### config.mk
export PLATFORM = sky130hd
export DESIGN_NAME = img_loader_flat
export DESIGN_NICKNAME = d
export VERILOG_FILES = /design/src/common/mcu_pkg.sv /design/src/common/loader_pkg.sv /design/src/common/mem_bus_if.sv /design/src/loader/img_loader.sv /design/src/flat_wrapper.sv
export SDC_FILE = /design/constraint.sdc
export NUM_CORES = 1
export LEC_CHECK = 0
export BUFFER_PORTS_ARGS = -buffer_cell sky130_fd_sc_hd__buf_2
export CAP_MARGIN = 0
export CELL_PAD_IN_SITES_DETAIL_PLACEMENT = 1
export CELL_PAD_IN_SITES_GLOBAL_PLACEMENT = 2
export CORE_MARGIN = 4
export CORE_UTILIZATION = 36
export CTS_BUF_LIST = sky130_fd_sc_hd__clkbuf_8
export DETAILED_ROUTE_END_ITERATION = 16
export PLACE_DENSITY_LB_ADDON = 0.08
export SETUP_SLACK_MARGIN = 0.4
export SYNTH_ARGS = -nofsm -noshare
export SYNTH_HDL_FRONTEND = slang
export SYNTH_SLANG_ARGS = --single-unit
### constraint.sdc
create_clock -name rst -period 3.3 [get_ports rst]
set_input_delay 0.495 -clock rst [delete_from_list [all_inputs] [get_ports rst]]
set_output_delay 0.495 -clock rst [all_outputs]
set_load 0.02 [all_outputs]
### src/common/mcu_pkg.sv
`default_nettype none

package mcu_pkg;

  localparam int ADDR_WIDTH = 10;
  localparam int DATA_W     = 16;
  localparam int PWORD_W    = 18;  // program word width

  localparam int PMEM_WORDS = 256;
  localparam int PMEM_AW    = $clog2(PMEM_WORDS);
  localparam int DMEM_BYTES = 512;
  localparam int DMEM_AW    = $clog2(DMEM_BYTES);

  localparam logic [ADDR_WIDTH-1:0] DMEM_GVAR_START = 10'h100;
  localparam logic [ADDR_WIDTH-1:0] IO_LIMIT        = 10'h040;  // below: registers

  // register map
  localparam logic [ADDR_WIDTH-1:0] REG_TIMER_CNT = 10'h002;
  localparam logic [ADDR_WIDTH-1:0] REG_TIMER_CTL = 10'h004;
  localparam logic [ADDR_WIDTH-1:0] REG_UART_DATA = 10'h006;
  localparam logic [ADDR_WIDTH-1:0] REG_UART_CTL  = 10'h008;

  typedef enum logic [2:0] {
    SEL_TIMER_CNT,
    SEL_TIMER_CTL,
    SEL_UART_DATA,
    SEL_UART_CTL,
    SEL_NONE
  } io_sel_t;

endpackage

`default_nettype wire

### src/common/loader_pkg.sv
`default_nettype none

package loader_pkg;

  // uart bit timing
  localparam int CLKS_PER_BIT = 8;
  localparam int CLK_CNT_W    = $clog2(CLKS_PER_BIT);

  // image sync pair
  localparam logic [7:0] SYNC_HI = 8'h55;
  localparam logic [7:0] SYNC_LO = 8'hAA;

  localparam int TIMER_TICK = 4;  // clocks per timer decrement
  localparam int TICK_W     = $clog2(TIMER_TICK);

  typedef enum logic [2:0] {
    WAIT,  // hunting for 55 AA
    META,  // two size words
    PMEM,
    DMEM,
    FIN
  } load_state_t;

endpackage

`default_nettype wire

### src/common/mem_bus_if.sv
`timescale 1ns/1ns
`default_nettype none

interface mem_bus_if import mcu_pkg::*; ();

  logic [ADDR_WIDTH-1:0] addr;   // byte address
  logic                  wen;
  logic                  ren;
  logic [DATA_W-1:0]     wdata;
  logic [DATA_W-1:0]     rdata;  // one cycle after ren

  modport master (
    output addr,
    output wen,
    output ren,
    output wdata,
    input  rdata
  );

  modport slave (
    input  addr,
    input  wen,
    input  ren,
    input  wdata,
    output rdata
  );

endinterface

`default_nettype wire

### src/loader/img_loader.sv
`timescale 1ns/1ns
`default_nettype none

module img_loader import mcu_pkg::*, loader_pkg::*; (
  input  logic                  rst,
  input  logic                  clk,
  input  logic [7:0]            rx_byte,
  input  logic                  rx_strobe,
  output logic                  loading,
  output logic                  pmem_wen,
  output logic [ADDR_WIDTH-1:0] pmem_waddr,
  output logic [PWORD_W-1:0]    pmem_wdata,
  mem_bus_if.master             dbus
);

  load_state_t           state;
  logic [PWORD_W-1:0]    shreg;       // last 18 received bits
  logic [1:0]            phase;
  logic [1:0]            last_phase;
  logic                  word_done;
  logic                  sync_seen;
  logic [ADDR_WIDTH-1:0] wr_addr;
  logic [ADDR_WIDTH-1:0] pmem_size;
  logic [ADDR_WIDTH-1:0] dmem_size;   // in words
  logic [ADDR_WIDTH-1:0] dmem_end;

  assign sync_seen  = rx_strobe && shreg[7:0] == SYNC_HI && rx_byte == SYNC_LO;
  assign last_phase = (state == PMEM) ? 2'd2 : 2'd1;
  assign dmem_end   = DMEM_GVAR_START + {dmem_size[ADDR_WIDTH-2:0], 1'b0};

  always_ff @(posedge rst or posedge clk) begin
    if (clk)
      shreg <= '0;
    else if (rx_strobe)
      shreg <= {shreg[PWORD_W-9:0], rx_byte};
  end

  // byte position within the current word
  always_ff @(posedge rst or posedge clk) begin
    if (clk) begin
      phase     <= '0;
      word_done <= 1'b0;
    end else begin
      word_done <= 1'b0;
      if (state == WAIT || state == FIN) begin
        phase <= '0;
      end else if (rx_strobe) begin
        if (phase == last_phase) begin
          phase     <= '0;
          word_done <= 1'b1;
        end else begin
          phase <= phase + 1'b1;
        end
      end
    end
  end

  always_ff @(posedge rst or posedge clk) begin
    if (clk) begin
      state     <= WAIT;
      wr_addr   <= '0;
      pmem_size <= '0;
      dmem_size <= '0;
    end else begin
      case (state)
        WAIT: begin
          if (sync_seen) begin
            state   <= META;
            wr_addr <= '0;
          end
        end
        META: begin
          // wr_addr doubles as the metadata word index
          if (word_done) begin
            if (wr_addr == '0) begin
              pmem_size <= shreg[ADDR_WIDTH-1:0];
              wr_addr   <= ADDR_WIDTH'(1);
            end else begin
              dmem_size <= shreg[ADDR_WIDTH-1:0];
              wr_addr   <= '0;
              state     <= PMEM;
            end
          end
        end
        PMEM: begin
          if (wr_addr == pmem_size) begin  // also covers size 0
            state   <= DMEM;
            wr_addr <= DMEM_GVAR_START;
          end else if (word_done) begin
            wr_addr <= wr_addr + 1'b1;
          end
        end
        DMEM: begin
          if (wr_addr == dmem_end)
            state <= FIN;
          else if (word_done)
            wr_addr <= wr_addr + ADDR_WIDTH'(2);
        end
        FIN:     state <= WAIT;
        default: state <= WAIT;
      endcase
    end
  end

  assign loading    = state != WAIT;

  assign pmem_wen   = word_done && state == PMEM;
  assign pmem_waddr = wr_addr;
  assign pmem_wdata = shreg;

  assign dbus.addr  = wr_addr;
  assign dbus.wen   = word_done && state == DMEM;
  assign dbus.ren   = 1'b0;  // write only
  assign dbus.wdata = shreg[DATA_W-1:0];

endmodule

`default_nettype wire

### src/flat_wrapper.sv
// flat-port wrapper written by rule: the top's interface ports become plain ports
module img_loader_flat import mcu_pkg::*, loader_pkg::*;
  (rst, clk, rx_byte, rx_strobe, loading, pmem_wen, pmem_waddr, pmem_wdata, dbus_addr, dbus_wen, dbus_ren, dbus_wdata, dbus_rdata);
  mem_bus_if dbus_i ();
  input  logic rst;
  input  logic clk;
  input  logic [7:0] rx_byte;
  input  logic rx_strobe;
  output logic loading;
  output logic pmem_wen;
  output logic [ADDR_WIDTH-1:0] pmem_waddr;
  output logic [PWORD_W-1:0] pmem_wdata;
  output wire logic [$bits(dbus_i.addr)-1:0] dbus_addr;
  output wire logic [$bits(dbus_i.wen)-1:0] dbus_wen;
  output wire logic [$bits(dbus_i.ren)-1:0] dbus_ren;
  output wire logic [$bits(dbus_i.wdata)-1:0] dbus_wdata;
  input wire logic [$bits(dbus_i.rdata)-1:0] dbus_rdata;
  assign dbus_addr = dbus_i.addr;
  assign dbus_wen = dbus_i.wen;
  assign dbus_ren = dbus_i.ren;
  assign dbus_wdata = dbus_i.wdata;
  assign dbus_i.rdata = dbus_rdata;
  img_loader u_core (.rst(rst), .clk(clk), .rx_byte(rx_byte), .rx_strobe(rx_strobe), .loading(loading), .pmem_wen(pmem_wen), .pmem_waddr(pmem_waddr), .pmem_wdata(pmem_wdata), .dbus(dbus_i));
endmodule
# After elaboration in Yosys (flattened, before gate mapping)
# Index checks and enable logic that the tools add are counted.
# word_totals
reg_bits,53
output_inout_bits,58
input_bits,27
# classes
n_bitwise,1
addsub,4
n_reduce_logical,14
eq_ne,17
muxes,21
# ops
op,n
10-bit 2-to-1 mux,6
10-bit one-hot mux with 4 select lines,1
10-bit equality test,2
3-bit 2-to-1 mux,5
3-bit one-hot mux with 4 select lines,1
"10-bit by 1-bit adder with 10-bit output, second input constant",1
"10-bit by 2-bit adder with 10-bit output, second input constant",1
"9-bit by 10-bit adder with 10-bit output, first input constant",1
10-bit logical NOT,1
"8-bit by 7-bit equality test with 1-bit output, second input constant",1
"8-bit equality test, second input constant",1
2-bit 2-to-1 mux,4
"2-bit by 1-bit inequality test with 1-bit output, second input constant",4
"3-bit by 2-bit equality test with 1-bit output, second input constant",2
"2-bit inequality test, second input constant",3
3-bit AND reduction,2
6-bit AND reduction,1
5-bit AND reduction,1
1-bit logical AND,4
1-bit 2-to-1 mux,4
4-bit nonzero test,1
"3-bit by 1-bit equality test with 1-bit output, second input constant",1
"3-bit equality test, second input constant",1
3-bit logical NOT,1
7 further kinds,7

# Logic depth before layout (Yosys ltp)
# Gate-level depths: netlist (run 1).
# depth
ltp_word,6
depth_mapped,8

# Worst setup path after synthesis (run 1)
# No wires, ideal clock.
# synth_timing
path_type,reg2reg
start,"register u_core.wr_addr[2], in the netlist u_core.dbus.addr[2]"
end,"register u_core.wr_addr[6], in the netlist u_core.dbus.addr[6]"
arrival_ns,2.103
slack_ns,1.070
stages_incl_launch_ff,9
synth_period_minus_slack_ns,2.230
path_buffers,2
required_ns,3.173
cell_sequence,dfrtp_1 buf_4 xnor2_2 nand4_1 or4_4 a211o_1 buf_6 o21ai_1 o31ai_2
# synth_between
elab_chain_len,4
word_cells_on_any_way,12
cone_classes,2 x add/sub; 4 x eq/ne; 5 x mux; 1 x reduce/logical
# synth_rtl
element,line_no,source
from (decl),img_loader.sv:22,logic [ADDR_WIDTH-1:0] wr_addr;
from (signal assigned),img_loader.sv:90,wr_addr <= wr_addr + 1'b1;
from (signal assigned),img_loader.sv:97,wr_addr <= wr_addr + ADDR_WIDTH'(2);
10-bit by 2-bit adder with 10-bit output / 10-bit by 1-bit adder with 10-bit output (equally long branches),"img_loader.sv:97, img_loader.sv:90",
"10-bit 2-to-1 mux, on equally long branches","img_loader.sv:96, img_loader.sv:89",
"10-bit 2-to-1 mux, on equally long branches","img_loader.sv:94, img_loader.sv:86",
10-bit one-hot mux with 4 select lines,img_loader.sv:65,case (state)
# Parallel ways exist; a longest one is shown, timed or not. The select of a mux whose other input is x is not followed.
# A chain may end at the register's enable or synchronous reset.

# Worst setup path in the final report (run 1)
# layout_timing
start,"register u_core.shreg[1], in the netlist u_core.pmem_wdata[1]"
end,"register u_core.wr_addr[1], in the netlist u_core.dbus.addr[1]"
# layout_between
elab_chain_len,5
# layout_rtl
element,line_no,source
from (decl),img_loader.sv:17,logic [PWORD_W-1:0] shreg;
from (signal assigned),img_loader.sv:35,"shreg <= {shreg[PWORD_W-9:0], rx_byte};"
8-bit by 7-bit equality test with 1-bit output,img_loader.sv:27,assign sync_seen = rx_strobe && shreg[7:0] == SYNC_HI && rx_byte == SYNC_LO;
1-bit logical AND (2 in a row),img_loader.sv:27,
2-bit by 1-bit inequality test with 1-bit output (no line),-,
6-bit AND reduction (no line),-,
# No other way between the ends.

==> impl_results.md, run 1 <==
* Antenna-violating nets left at 0
* Hold buffers post-CTS at 0
* Asr flop ratio synth at 100%
* Crit path required time at 3.49 ns
* VDD IR max at 0.293 mV
* Reg2reg setup slack at 0.85 ns
* Buffers on Ports at 67
* CTS tree: yes
* Reg2Reg Depth at 6
* WL/cell at 18.0 um
* Crit share post-route at 74.3%
* Startpoint types: register
* Status: complete, no violations
* Crit Path Category: register to register
* Total CTS buffers at 5
* CTS max path bufs at 2
* Initial drt markers at 81
* Total Routing Usage GR at 16.1%
* Vias in the first global route at 2311
* Yosys warns at 0
* Core Region at 8260 um^2
* Die area at 10100 um^2
* Post-synth EDFFs at 0
* Nets at 358
* Fin crit period at 2.45 ns
* Leak at 1.55 nW
* Ant. Diodes at 0
* Critical path capture point type: register
* Crit Path Max Fanout at 12
* Synth Register Bits at 53
* Reg clk slew, reported paths at 0.11 ns
* GPL Wtd Cong at 0.800
* Largest family of logic cells by synthesized area: simple AND/OR/NAND/NOR gates
* Max_cap viols at 0
* Simple logic cell fraction of the synthesized area at 14.6%
* Clk sinks at 53
* First-pass GRT wire length at 12700 um
* FILL cells at 968
* Count of cell types in the netlist at 53
* Layout Utilization at 41.2%
* Reg-to-reg endpoint: u_core.dbus.addr[1]$_DFFE_PP0P_
* Pins Over Slew Limit at 0
* Routed vias/inst at 5.28
* Cell count after synthesis at 289
* Hold WC Path Type: input pin to async pin
* Post-synthesis area per instance at 10.7 um^2
* Vias at 2293
* Setup tns final at 0 ns
* Clock Skew at 0.0130 ns
* Post-synthesis xor/xnor area fraction at 6.94%
* Area grow syn2layout at 10.4%
* Crit path DAT at 2.64 ns
* CTS H-tree lvls at 2
* Root Buffer: clkbuf_8
* Initial antenna violation count at 0
* Synthesized area at 3080 um^2
* Area share of fa/ha/maj cells after synthesis at 1.22%
* Top FF cell, synth: dfrtp_1
* Largest net degree at the start of global routing at 30
* Worst setup endpoint: u_core.dbus.addr[1]$_DFFE_PP0P_
* Compound-Gate Fraction of Synth Area at 9.62%
* Overflow after GRT at 0
* Sequential share of the synthesized area at 43.0%
* Fmax at 408 MHz
* R2r startpoint: u_core.pmem_wdata[1]$_DFFE_PP0P_
* DRT Pass-1 Iters at 4
* Endpoints failing setup at 0
* Slew HR at 59.7%
* Row count at 33
* RSZ-0062 raised after global routing: false
* # IOs at 85
* Post-CTS sizing at 0
* Clock Latency Late Sink at 0.31 ns
* Pwr Density at 834 nW/um^2
* Syn nets at 319
* Initial Utilization at 37.3%
* Postcts setup bufs at 0
* Actual slew at the worst max-slew pin at 0.605 ns
* Number of remaining DRC errors at 0
* Commonest non-fill, non-tap cells in the layout: buf_2, dfrtp_1, mux2_2, nor2_1, xnor2_1
* Drt total wl at 7790 um
* Ratio of cells with drive above 1 in the final layout at 40.4%
* CP Launch Point: u_core.pmem_wdata[1]$_DFFE_PP0P_
* Post-synthesis mux area share at 13.5%
* Die Span Y at 101 um
* Chip width at 101 um
* Endpoints failing hold at 0
* HPWL after detailed placement at 5760 um
* Commonest non-fill, non-tap cell in the layout: buf_2
metal layers:
metal,share of wire (%),global-route usage [%],vias up
met5,0,0,-
met4,0.46,2.80,0
met3,4.2,2.42,2
met2,49,26.2,54
met1,47,23.0,1164
li1,-,-,1073
kinds of logic after synthesis:
kind of cell,after synthesis
AND/OR/NAND/NOR,81
flip-flops,53
buffers and inverters,50
AO/OA/AOI/OAI,43
multiplexers,37
XOR/XNOR,21
adder cells (fa/ha/maj),3
other,1
cell type report:
class	count	area (um^2)	share of cell area, %
inverter	6	22.5	0.662
tap	105	131	3.86
clock inverter	2	17.5	0.515
timing repair buffer	76	403	11.8
clock buffer	6	82.6	2.43
sequential	53	1330	39.0
multi-input combinational	186	1420	41.7
worst min-delay path by stage:
stage / start / end / slack, ns / cells past startpoint
2_1_floorplan: u_core.dmem_size[7]$_DFFE_PP0P_ / u_core.dmem_size[7]$_DFFE_PP0P_ / 0.50 / 1
3_3_place_gp: u_core.pmem_wdata[17]$_DFFE_PP0P_ / u_core.pmem_wdata[17]$_DFFE_PP0P_ / 0.49 / 1
3_5_place_dp: u_core.pmem_wdata[17]$_DFFE_PP0P_ / u_core.pmem_wdata[17]$_DFFE_PP0P_ / 0.49 / 1
4_1_cts: clk / u_core.dbus.addr[3]$_DFFE_PP0P_ / 0.25 / 2
5_1_grt: clk / u_core.pmem_wdata[14]$_DFFE_PP0P_ / 0.27 / 2
6_report: clk / u_core.dbus.addr[3]$_DFFE_PP0P_ / 0.22 / 2
sequential cells by signal, indices dropped and copies added, names as in the netlist:
register           count
u_core.pmem_wdata     18
u_core.dmem_size       9
u_core.pmem_size      10
u_core.dbus.addr      10
u_core.state           3
u_core.word_done       1
u_core.phase           2
critical path, cell delays in order (launching register included):
cell and delay (ns):
dfrtp_1 0.49, or4b_1 0.55, nor4_1 0.18, a22oi_1 0.22, a211o_1 0.48, a311oi_1 0.33
a21oi_1 0.07
synthesized netlist by cell type, types with 2 or more instances:
cell type | instances | area (um^2)
nor4_1 | 2 | 12.5
o21ai_0 | 6 | 30.0
or3_1 | 3 | 18.8
nand4_1 | 6 | 37.5
xnor2_1 | 16 | 140
nand3_1 | 7 | 35.0
nand3b_1 | 4 | 30.0
buf_4 | 29 | 218
nand4b_1 | 2 | 17.5
buf_6 | 5 | 56.3
dfrtp_1 | 53 | 1330
inv_1 | 6 | 22.5
xnor2_2 | 4 | 65.1
and3_1 | 3 | 18.8
mux2_2 | 36 | 405
or4b_1 | 2 | 20.0
nor2_1 | 17 | 63.8
o22ai_1 | 2 | 12.5
ha_1 | 3 | 37.5
a31oi_1 | 3 | 18.8
clkbuf_1 | 7 | 26.3
buf_2 | 3 | 15.0
nor3b_1 | 3 | 22.5
nor3_1 | 4 | 20.0
nor2b_1 | 5 | 31.3
a21oi_1 | 13 | 65.1
o31ai_1 | 2 | 15.0
nand2_1 | 15 | 56.3
o21ai_1 | 3 | 15.0
a22oi_1 | 2 | 15.0
per-stage QoR:
stage               setup slack (ns)  instance area [um^2]  hold slack, ns  std cells  total power, mW
floorplan                       1.07                  3080           0.496        289             2.14
global placement               0.601                  3300           0.487        426             2.43
detailed placement             0.560                  3300           0.494        426             2.45
CTS                            0.839                  3400           0.249        434             2.86
global route                   0.552                  3400           0.270        434             3.06
finish                         0.848                  3400           0.225        434             2.84
where the power goes:
group	switching [mW]	internal (mW)
combinational	0.805	0.579
sequential	0.219	0.825
clock	0.235	0.175
total	1.26	1.58
(Power assumes the default switching activity.)
==> run 2: changes to the inputs <==
- ABC_AREA: unset -> 1
- CORE_UTILIZATION: 36 -> 30
- clock period: 3.3 -> 2.3 ns (I/O delays scaled with it)
==> run 2 against run 1 <==
Against the previous run: synthesized area is 8.6% higher; clock power increased by 52%; combinational power increased by 48%; count of clock-buffer cells in the layout did not move; worst setup slack got worse by 0.30 ns; final area increased by 13%; critical path depth down 1; worst hold slack got worse by 0.13 ns; clock skew decreased by 0.0043 ns; critical endpoint is now dbus_wen.
==> impl_results.md, run 2 <==
* Routed vias/inst at 4.61 (was 5.28)
* Synth Register Bits at 53 (unchanged)
* Initial Utilization at 30.8% (was 37.3%)
* Reg-to-reg endpoint: u_core.dbus.addr[7]$_DFFE_PP0P_ (was u_core.dbus.addr[1]$_DFFE_PP0P_)
* Synthesized area at 3350 um^2 (was 3080 um^2)
* Drt total wl at 9600 um (was 7790 um)
* Clk sinks at 53 (unchanged)
* Asr flop ratio synth at 100% (unchanged)
* Post-synth EDFFs at 0 (unchanged)
* Initial antenna violation count at 0 (unchanged)
* Overflow after GRT at 0 (unchanged)
* Hold WC Path Type: input pin to async pin (unchanged)
* DRT Pass-1 Iters at 4 (unchanged)
* Setup tns final at 0 ns (unchanged)
* Largest net degree at the start of global routing at 29 (was 30)
* Cell count after synthesis at 467 (was 289)
* Top FF cell, synth: dfrtp_1 (unchanged)
* VDD IR max at 0.318 mV (was 0.293 mV)
* Top-count cell post-synth: nand2_1 (was dfrtp_1)
* Reg clk slew, reported paths at 0.12 ns (was 0.11 ns)
* Setup ws final at 0.545 ns (was 0.848 ns)
* Endpoints failing hold at 0 (unchanged)
* Sequential share of the synthesized area at 39.6% (was 43.0%)
* Vias at 3041 (was 2293)
* R2r startpoint: u_core.dbus.addr[0]$_DFFE_PP0P_ (was u_core.pmem_wdata[1]$_DFFE_PP0P_)
* Buffers on Ports at 67 (unchanged)
* Crit path required time at 1.96 ns (was 3.49 ns)
* Row count at 38 (was 33)
* Actual slew at the worst max-slew pin at 0.640 ns (was 0.605 ns)
* Top cells by area, synth: dfrtp_1, nand2_1, buf_4 (was dfrtp_1, mux2_2, buf_4)
* HPWL after detailed placement at 7200 um (was 5760 um)
* Tot Pwr at 4.01 mW (was 2.84 mW)
* WL/cell at 14.6 um (was 18.0 um)
* DP Worst Slack at 0.271 ns (was 0.560 ns)
* Compound-Gate Fraction of Synth Area at 8.63% (was 9.62%)
* Pwr Density at 1040 nW/um^2 (was 834 nW/um^2)
* Chip width at 114 um (was 101 um)
* Max_cap viols at 0 (unchanged)
* Post-synthesis area per instance at 7.17 um^2 (was 10.7 um^2)
* Largest family of logic cells by synthesized area: simple AND/OR/NAND/NOR gates (unchanged)
* Placed cell area at 3640 um^2 (was 3300 um^2)
* Share of the synthesized area in the top cell type at 39.6% (was 43.0%)
* Nets at 549 (was 358)
* CTS max path bufs at 2 (unchanged)
* Fmax at 570 MHz
* Hold_ws at 0.0941 ns (was 0.225 ns)
* Initial drt markers at 119 (was 81)
* Hold buffers post-CTS at 0 (unchanged)
* Crit Path Category: register to output pin (was register to register)
* Vias in the first global route at 3124 (was 2311)
* Design area at 3850 um^2 (was 3400 um^2)
* Reg2Reg Depth at 11 (was 6)
* First-pass GRT wire length at 16000 um (was 12700 um)
* Clock Skew at 0.00874 ns (was 0.0130 ns)
* Ant. Diodes at 0 (unchanged)
* Ratio of cells with drive above 1 in the final layout at 26.9% (was 40.4%)
* CTS H-tree lvls at 2 (unchanged)
* Clock Latency Late Sink at 0.32 ns (was 0.31 ns)
* Antenna-violating nets left at 0 (unchanged)
* Die area at 12900 um^2 (was 10100 um^2)
* Fin crit period at 1.75 ns
* Total Routing Usage GR at 15.5% (was 16.1%)
* Startpoint types: register (unchanged)
* Area grow syn2layout at 15.1% (was 10.4%)
* FILL cells at 1389 (was 968)
* Syn nets at 497 (was 319)
* Endpoints failing setup at 0 (unchanged)
* Largest area contributor in the netlist: dfrtp_1 (unchanged)
* Total CTS buffers at 5 (unchanged)
* Die Span Y at 114 um (was 101 um)
* # IOs at 85 (unchanged)
* Max reg flops at 18 (unchanged)
* Simple logic cell fraction of the synthesized area at 31.7% (was 14.6%)
* Slew HR at 57.2% (was 59.7%)
* Yosys warns at 0 (unchanged)
* Reg2reg setup slack at 0.55 ns (was 0.85 ns)
* Status: complete, no violations (unchanged)
* RSZ-0062 raised after global routing: true (was false)
* Critical path capture point type: output pin (was register)
* Post-synthesis mux area share at 0% (was 13.5%)
* Crit share post-route at 76.3%
* Core Region at 10900 um^2 (was 8260 um^2)
* CTS tree: yes (unchanged)
* Post-synthesis xor/xnor area fraction at 2.62% (was 6.94%)
* Root Buffer: clkbuf_8 (unchanged)
* Commonest non-fill, non-tap cell in the layout: nand2_1 (was buf_2)
* Crit path DAT at 1.41 ns (was 2.64 ns)
* Pins Over Slew Limit at 0 (unchanged)
* Commonest non-fill, non-tap cells in the layout: nand2_1, buf_2, inv_1, dfrtp_1, o21ai_0 (was buf_2, dfrtp_1, mux2_2, nor2_1, xnor2_1)
* Crit Path Max Fanout at 6 (was 12)
* Number of remaining DRC errors at 0 (unchanged)
* Area share of fa/ha/maj cells after synthesis at 1.12% (was 1.22%)
* GPL Wtd Cong at 0.736 (was 0.800)
* Count of cell types in the netlist at 33 (was 53)
* Leak at 2.10 nW (was 1.55 nW)
* Top cells by count, synth: nand2_1, dfrtp_1, inv_1 (was dfrtp_1, mux2_2, buf_4)
run 2: what timing repair did:
action,4_1_cts,5_1_grt
resized for setup,7,10
pin swaps,1,2
cloned,0,0
endpoints found under the setup margin,11,27
buffers inserted,3,7
run 2: cell type report:
| cell class | count | area (um^2) | share of cell area (%) |
|---|---|---|---|
| Multi-Input combinational cell | 310 | 1500 | 38.9 |
| Sequential cell | 53 | 1340 | 34.7 |
| Tap cell | 140 | 175 | 4.55 |
| Inverter | 62 | 243 | 6.30 |
| Clock buffer | 6 | 82.6 | 2.14 |
| Timing Repair Buffer | 87 | 498 | 12.9 |
| Clock inverter | 2 | 17.5 | 0.455 |
run 2: worst max path at each step:
stage	end	start	cells after the start	slack, ns
6_report	dbus_wen	u_core.state[1]$_DFFE_PP0P_	5	0.55
2_1_floorplan	u_core.dbus.addr[9]$_DFFE_PP0P_	u_core.dbus.addr[1]$_DFFE_PP0P_	10	0.56
3_3_place_gp	u_core.dbus.addr[9]$_DFFE_PP0P_	u_core.dbus.addr[2]$_DFFE_PP0P_	10	0.31
5_1_grt	u_core.dbus.addr[6]$_DFFE_PP0P_	u_core.dbus.addr[1]$_DFFE_PP0P_	11	0.37
4_1_cts	u_core.dbus.addr[9]$_DFFE_PP0P_	u_core.dbus.addr[2]$_DFFE_PP0P_	10	0.42
3_5_place_dp	u_core.dbus.addr[1]$_DFFE_PP0P_	u_core.dbus.addr[3]$_DFFE_PP0P_	11	0.27
run 2: cell families (layout without fill, tap and decap cells):
kind of cell | after synthesis | count (layout)
AO/OA/AOI/OAI | 55 | 55
XOR/XNOR | 10 | 10
adder cells (fa/ha/maj) | 3 | 3
buffers and inverters | 104 | 157
flip-flops | 53 | 53
other | 1 | 1
AND/OR/NAND/NOR | 241 | 241
run 2: metrics by stage:
| stage | utilization [%] | cells |
|---|---|---|
| global placement | 33.5 | 642 |
| global route | 35.4 | 660 |
| detailed placement | 33.5 | 642 |
| CTS | 34.7 | 653 |
| finish | 35.4 | 660 |
| floorplan | - | 467 |
run 2: layer usage:
layer  track usage, %  up-vias  routed length, um
met5                0        -                  0
met1             20.9     1450               4590
met4             3.21        0                 85
met3             2.49        8                377
li1                 -     1522                  -
met2             26.5       61               4550
run 2: where the power goes:
group	switching, mW	internal (mW)
registers	0.215	1.14
logic	1.38	0.656
clock network	0.370	0.252
total	1.96	2.05
run 2: critical path, stage by stage, from the launching register on:
cell and delay (ns):
dfrtp_1 0.43, nand2_1 0.13, nor2_4 0.12, inv_1 0.13
nor2_1 0.11, buf_2 0.17
==> run 3: changes to the inputs <==
- clock period: 2.3 -> 1.73 ns (I/O delays scaled with it)
==> run 3 against run 2 <==
Against the previous run: cell count grew 7.4%; non-clock buffer count grew 48; flip-flop and latch count unchanged; worst hold slack better by 0.065 ns; first-iteration DRC count is the same; utilization up 9.4 points; clock skew fell by 0.0031 ns; critical endpoint is now u_core.dbus.addr[2]$_DFFE_PP0P_; largest power group unchanged.
==> impl_results.md, run 3 (synthesis gave the netlist of run 2 again) <==
* Root Buffer: clkbuf_8 (unchanged)
* Overflow after GRT at 0 (unchanged)
* Hold WC Path Type: input pin to register (was input pin to async pin)
* RSZ-0062 raised after global routing: true (unchanged)
* Initial Utilization at 30.8% (unchanged)
* HPWL after detailed placement at 7630 um (was 7200 um)
* Largest stage delay, worst path at 0.46 ns (was 0.43 ns)
* Max reg flops at 18 (unchanged)
* Reg2reg setup slack at 0.07 ns (was 0.55 ns)
* Core Region at 10900 um^2 (unchanged)
* Clock Latency Late Sink at 0.32 ns (about the same)
* CP most frequent cell: nand2_4
* Crit Path Category: register to register (was register to output pin)
* DRT Pass-1 Iters at 4 (unchanged)
* Setup tns final at 0 ns (unchanged)
* Initial antenna violation count at 0 (unchanged)
* CTS H-tree lvls at 2 (unchanged)
* Leak at 2.49 nW (was 2.10 nW)
* Critical path capture point type: register (was output pin)
* Drt total wl at 10300 um (was 9600 um)
* Endpoints failing hold at 0 (unchanged)
* Commonest non-fill, non-tap cells in the layout: nand2_1, inv_1, buf_4, dfrtp_1, buf_2 (was nand2_1, buf_2, inv_1, dfrtp_1, o21ai_0)
* Chip width at 114 um (unchanged)
* Crit Path Max Fanout at 6 (unchanged)
* Pins Over Slew Limit at 0 (unchanged)
* Fmax at 604 MHz
* WL/cell at 14.5 um (was 14.6 um)
* Fin crit period at 1.66 ns
* Number of remaining DRC errors at 0 (unchanged)
* Placed cell area at 4000 um^2 (was 3640 um^2)
* Tot Pwr at 7.11 mW (was 4.01 mW)
* Ratio of cells with drive above 1 in the final layout at 42.7% (was 26.9%)
* Largest net degree at the start of global routing at 41 (was 29)
* Finished Layout Cells at 709 (was 660)
* Cells after DPL at 675 (was 642)
* Die Span Y at 114 um (unchanged)
* Clock Skew at 0.00567 ns (was 0.00874 ns)
* First-pass GRT wire length at 16900 um (was 16000 um)
* Reg clk slew, reported paths at 0.10 ns (was 0.12 ns)
* Area grow syn2layout at 45.6% (was 15.1%)
* Die area at 12900 um^2 (unchanged)
* Antenna-violating nets left at 0 (unchanged)
* Vias at 3280 (was 3041)
* Actual slew at the worst max-slew pin at 0.522 ns (was 0.640 ns)
* GPL Wtd Cong at 0.772 (was 0.736)
* Total CTS buffers at 5 (unchanged)
* Pwr Density at 1460 nW/um^2 (was 1040 nW/um^2)
* CTS tree: yes (unchanged)
* Row count at 38 (unchanged)
* CTS max path bufs at 2 (unchanged)
* Crit path required time at 1.99 ns (was 1.96 ns)
* Commonest non-fill, non-tap cell in the layout: nand2_1 (unchanged)
* Ant. Diodes at 0 (unchanged)
* Status: complete, no violations (unchanged)
* Critical path's slowest cell: dfrtp_2 (was dfrtp_1)
* Startpoint types: register (unchanged)
* Routed vias/inst at 4.63 (was 4.61)
* Vias in the first global route at 3308 (was 3124)
* Clk sinks at 53 (unchanged)
* Crit share post-route at 95.7%
* FILL cells at 1349 (was 1389)
* VDD IR max at 0.489 mV (was 0.318 mV)
* Critical-path cell list: buf_12 > nand2_4 > nand2_4 > nor2_4 > nand3_4 > o21ai_4 > nand2_2 > nand2_8 > buf_6 > nand3_2 > nand2_1 (was nand2_1 > nor2_4 > inv_1 > nor2_1 > buf_2)
* Crit path DAT at 1.92 ns (was 1.41 ns)
* Total Routing Usage GR at 16.4% (was 15.5%)
* # IOs at 85 (unchanged)
* Slew HR at 65.2% (was 57.2%)
* Nets at 598 (was 549)
* Buffers on Ports at 67 (unchanged)
* Endpoints failing setup at 0 (unchanged)
* Design area at 4870 um^2 (was 3850 um^2)
* Initial drt markers at 119 (unchanged)
* Max_cap viols at 0 (unchanged)
## run 3: final timing paths
kind                                              startpoint                                 to  cells past startpoint
setup / recovery             u_core.dbus.addr[2]$_DFFE_PP0P_    u_core.dbus.addr[2]$_DFFE_PP0P_                     11
hold / removal                                    rx_byte[5]   u_core.pmem_wdata[5]$_DFFE_PP0P_                      3
setup reg to reg             u_core.dbus.addr[2]$_DFFE_PP0P_    u_core.dbus.addr[2]$_DFFE_PP0P_                     11
hold reg to reg            u_core.pmem_wdata[12]$_DFFE_PP0P_  u_core.pmem_wdata[12]$_DFFE_PP0P_                      2
max in group asynchronous                                clk    u_core.pmem_size[0]$_DFFE_PP0P_                      4
min in group asynchronous                                clk    u_core.dbus.addr[6]$_DFFE_PP0P_                      3
## run 3: where the power goes
group	leakage (nW)	total (mW)	switching, mW	internal [mW]
sequential	0.678	1.81	0.298	1.52
clock	0.0518	0.787	0.454	0.334
combinational	1.76	4.51	2.56	1.95
total	2.49	7.11	3.31	3.80
## run 3: routing by layer
metal / routed length, um / GRT usage, % / vias to the layer above
met4: 136 / 3.69 / 0
li1: - / - / 1634
met3: 344 / 2.12 / 11
met5: 0 / 0 / -
met2: 5150 / 28.3 / 68
met1: 4680 / 21.9 / 1567
## run 3: worst max-delay path, delay by kind of cell, from the launching register on
family / cells / cell delay [ns]
AND/OR/NAND/NOR: 8 / 0.68
flip-flops: 1 / 0.46
buffers and inverters: 2 / 0.28
AO/OA/AOI/OAI: 1 / 0.17
## run 3: cell type report
type,count,area (um^2),area share (%)
multi-input cells,311,1820,37.4
flip-flops and latches,53,1340,27.5
repair buffers,135,1180,24.2
inverters,62,258,5.29
well taps,140,175,3.59
clock buffers,6,82.6,1.69
clock inverters,2,17.5,0.359
## run 3: metrics by stage
stage	utilization (%)	hold slack, ns	worst slack (ns)
finish	44.8	0.159	0.0747
global route	44.8	0.160	-0.0206
CTS	40.8	0.146	0.0422
floorplan	-	0.321	0.168
detailed placement	36.7	0.266	-0.0346
global placement	36.7	0.268	0.0214
## run 3: what timing repair did
item / in CTS / in global routing
hold buffers: 1 / 0
resized for setup: 66 / 89
endpoints found under the setup margin: 55 / 62
setup buffers: 15 / 8
pin swaps: 19 / 24
cloned: 0 / 2
endpoints found under the hold margin: 13 / 0
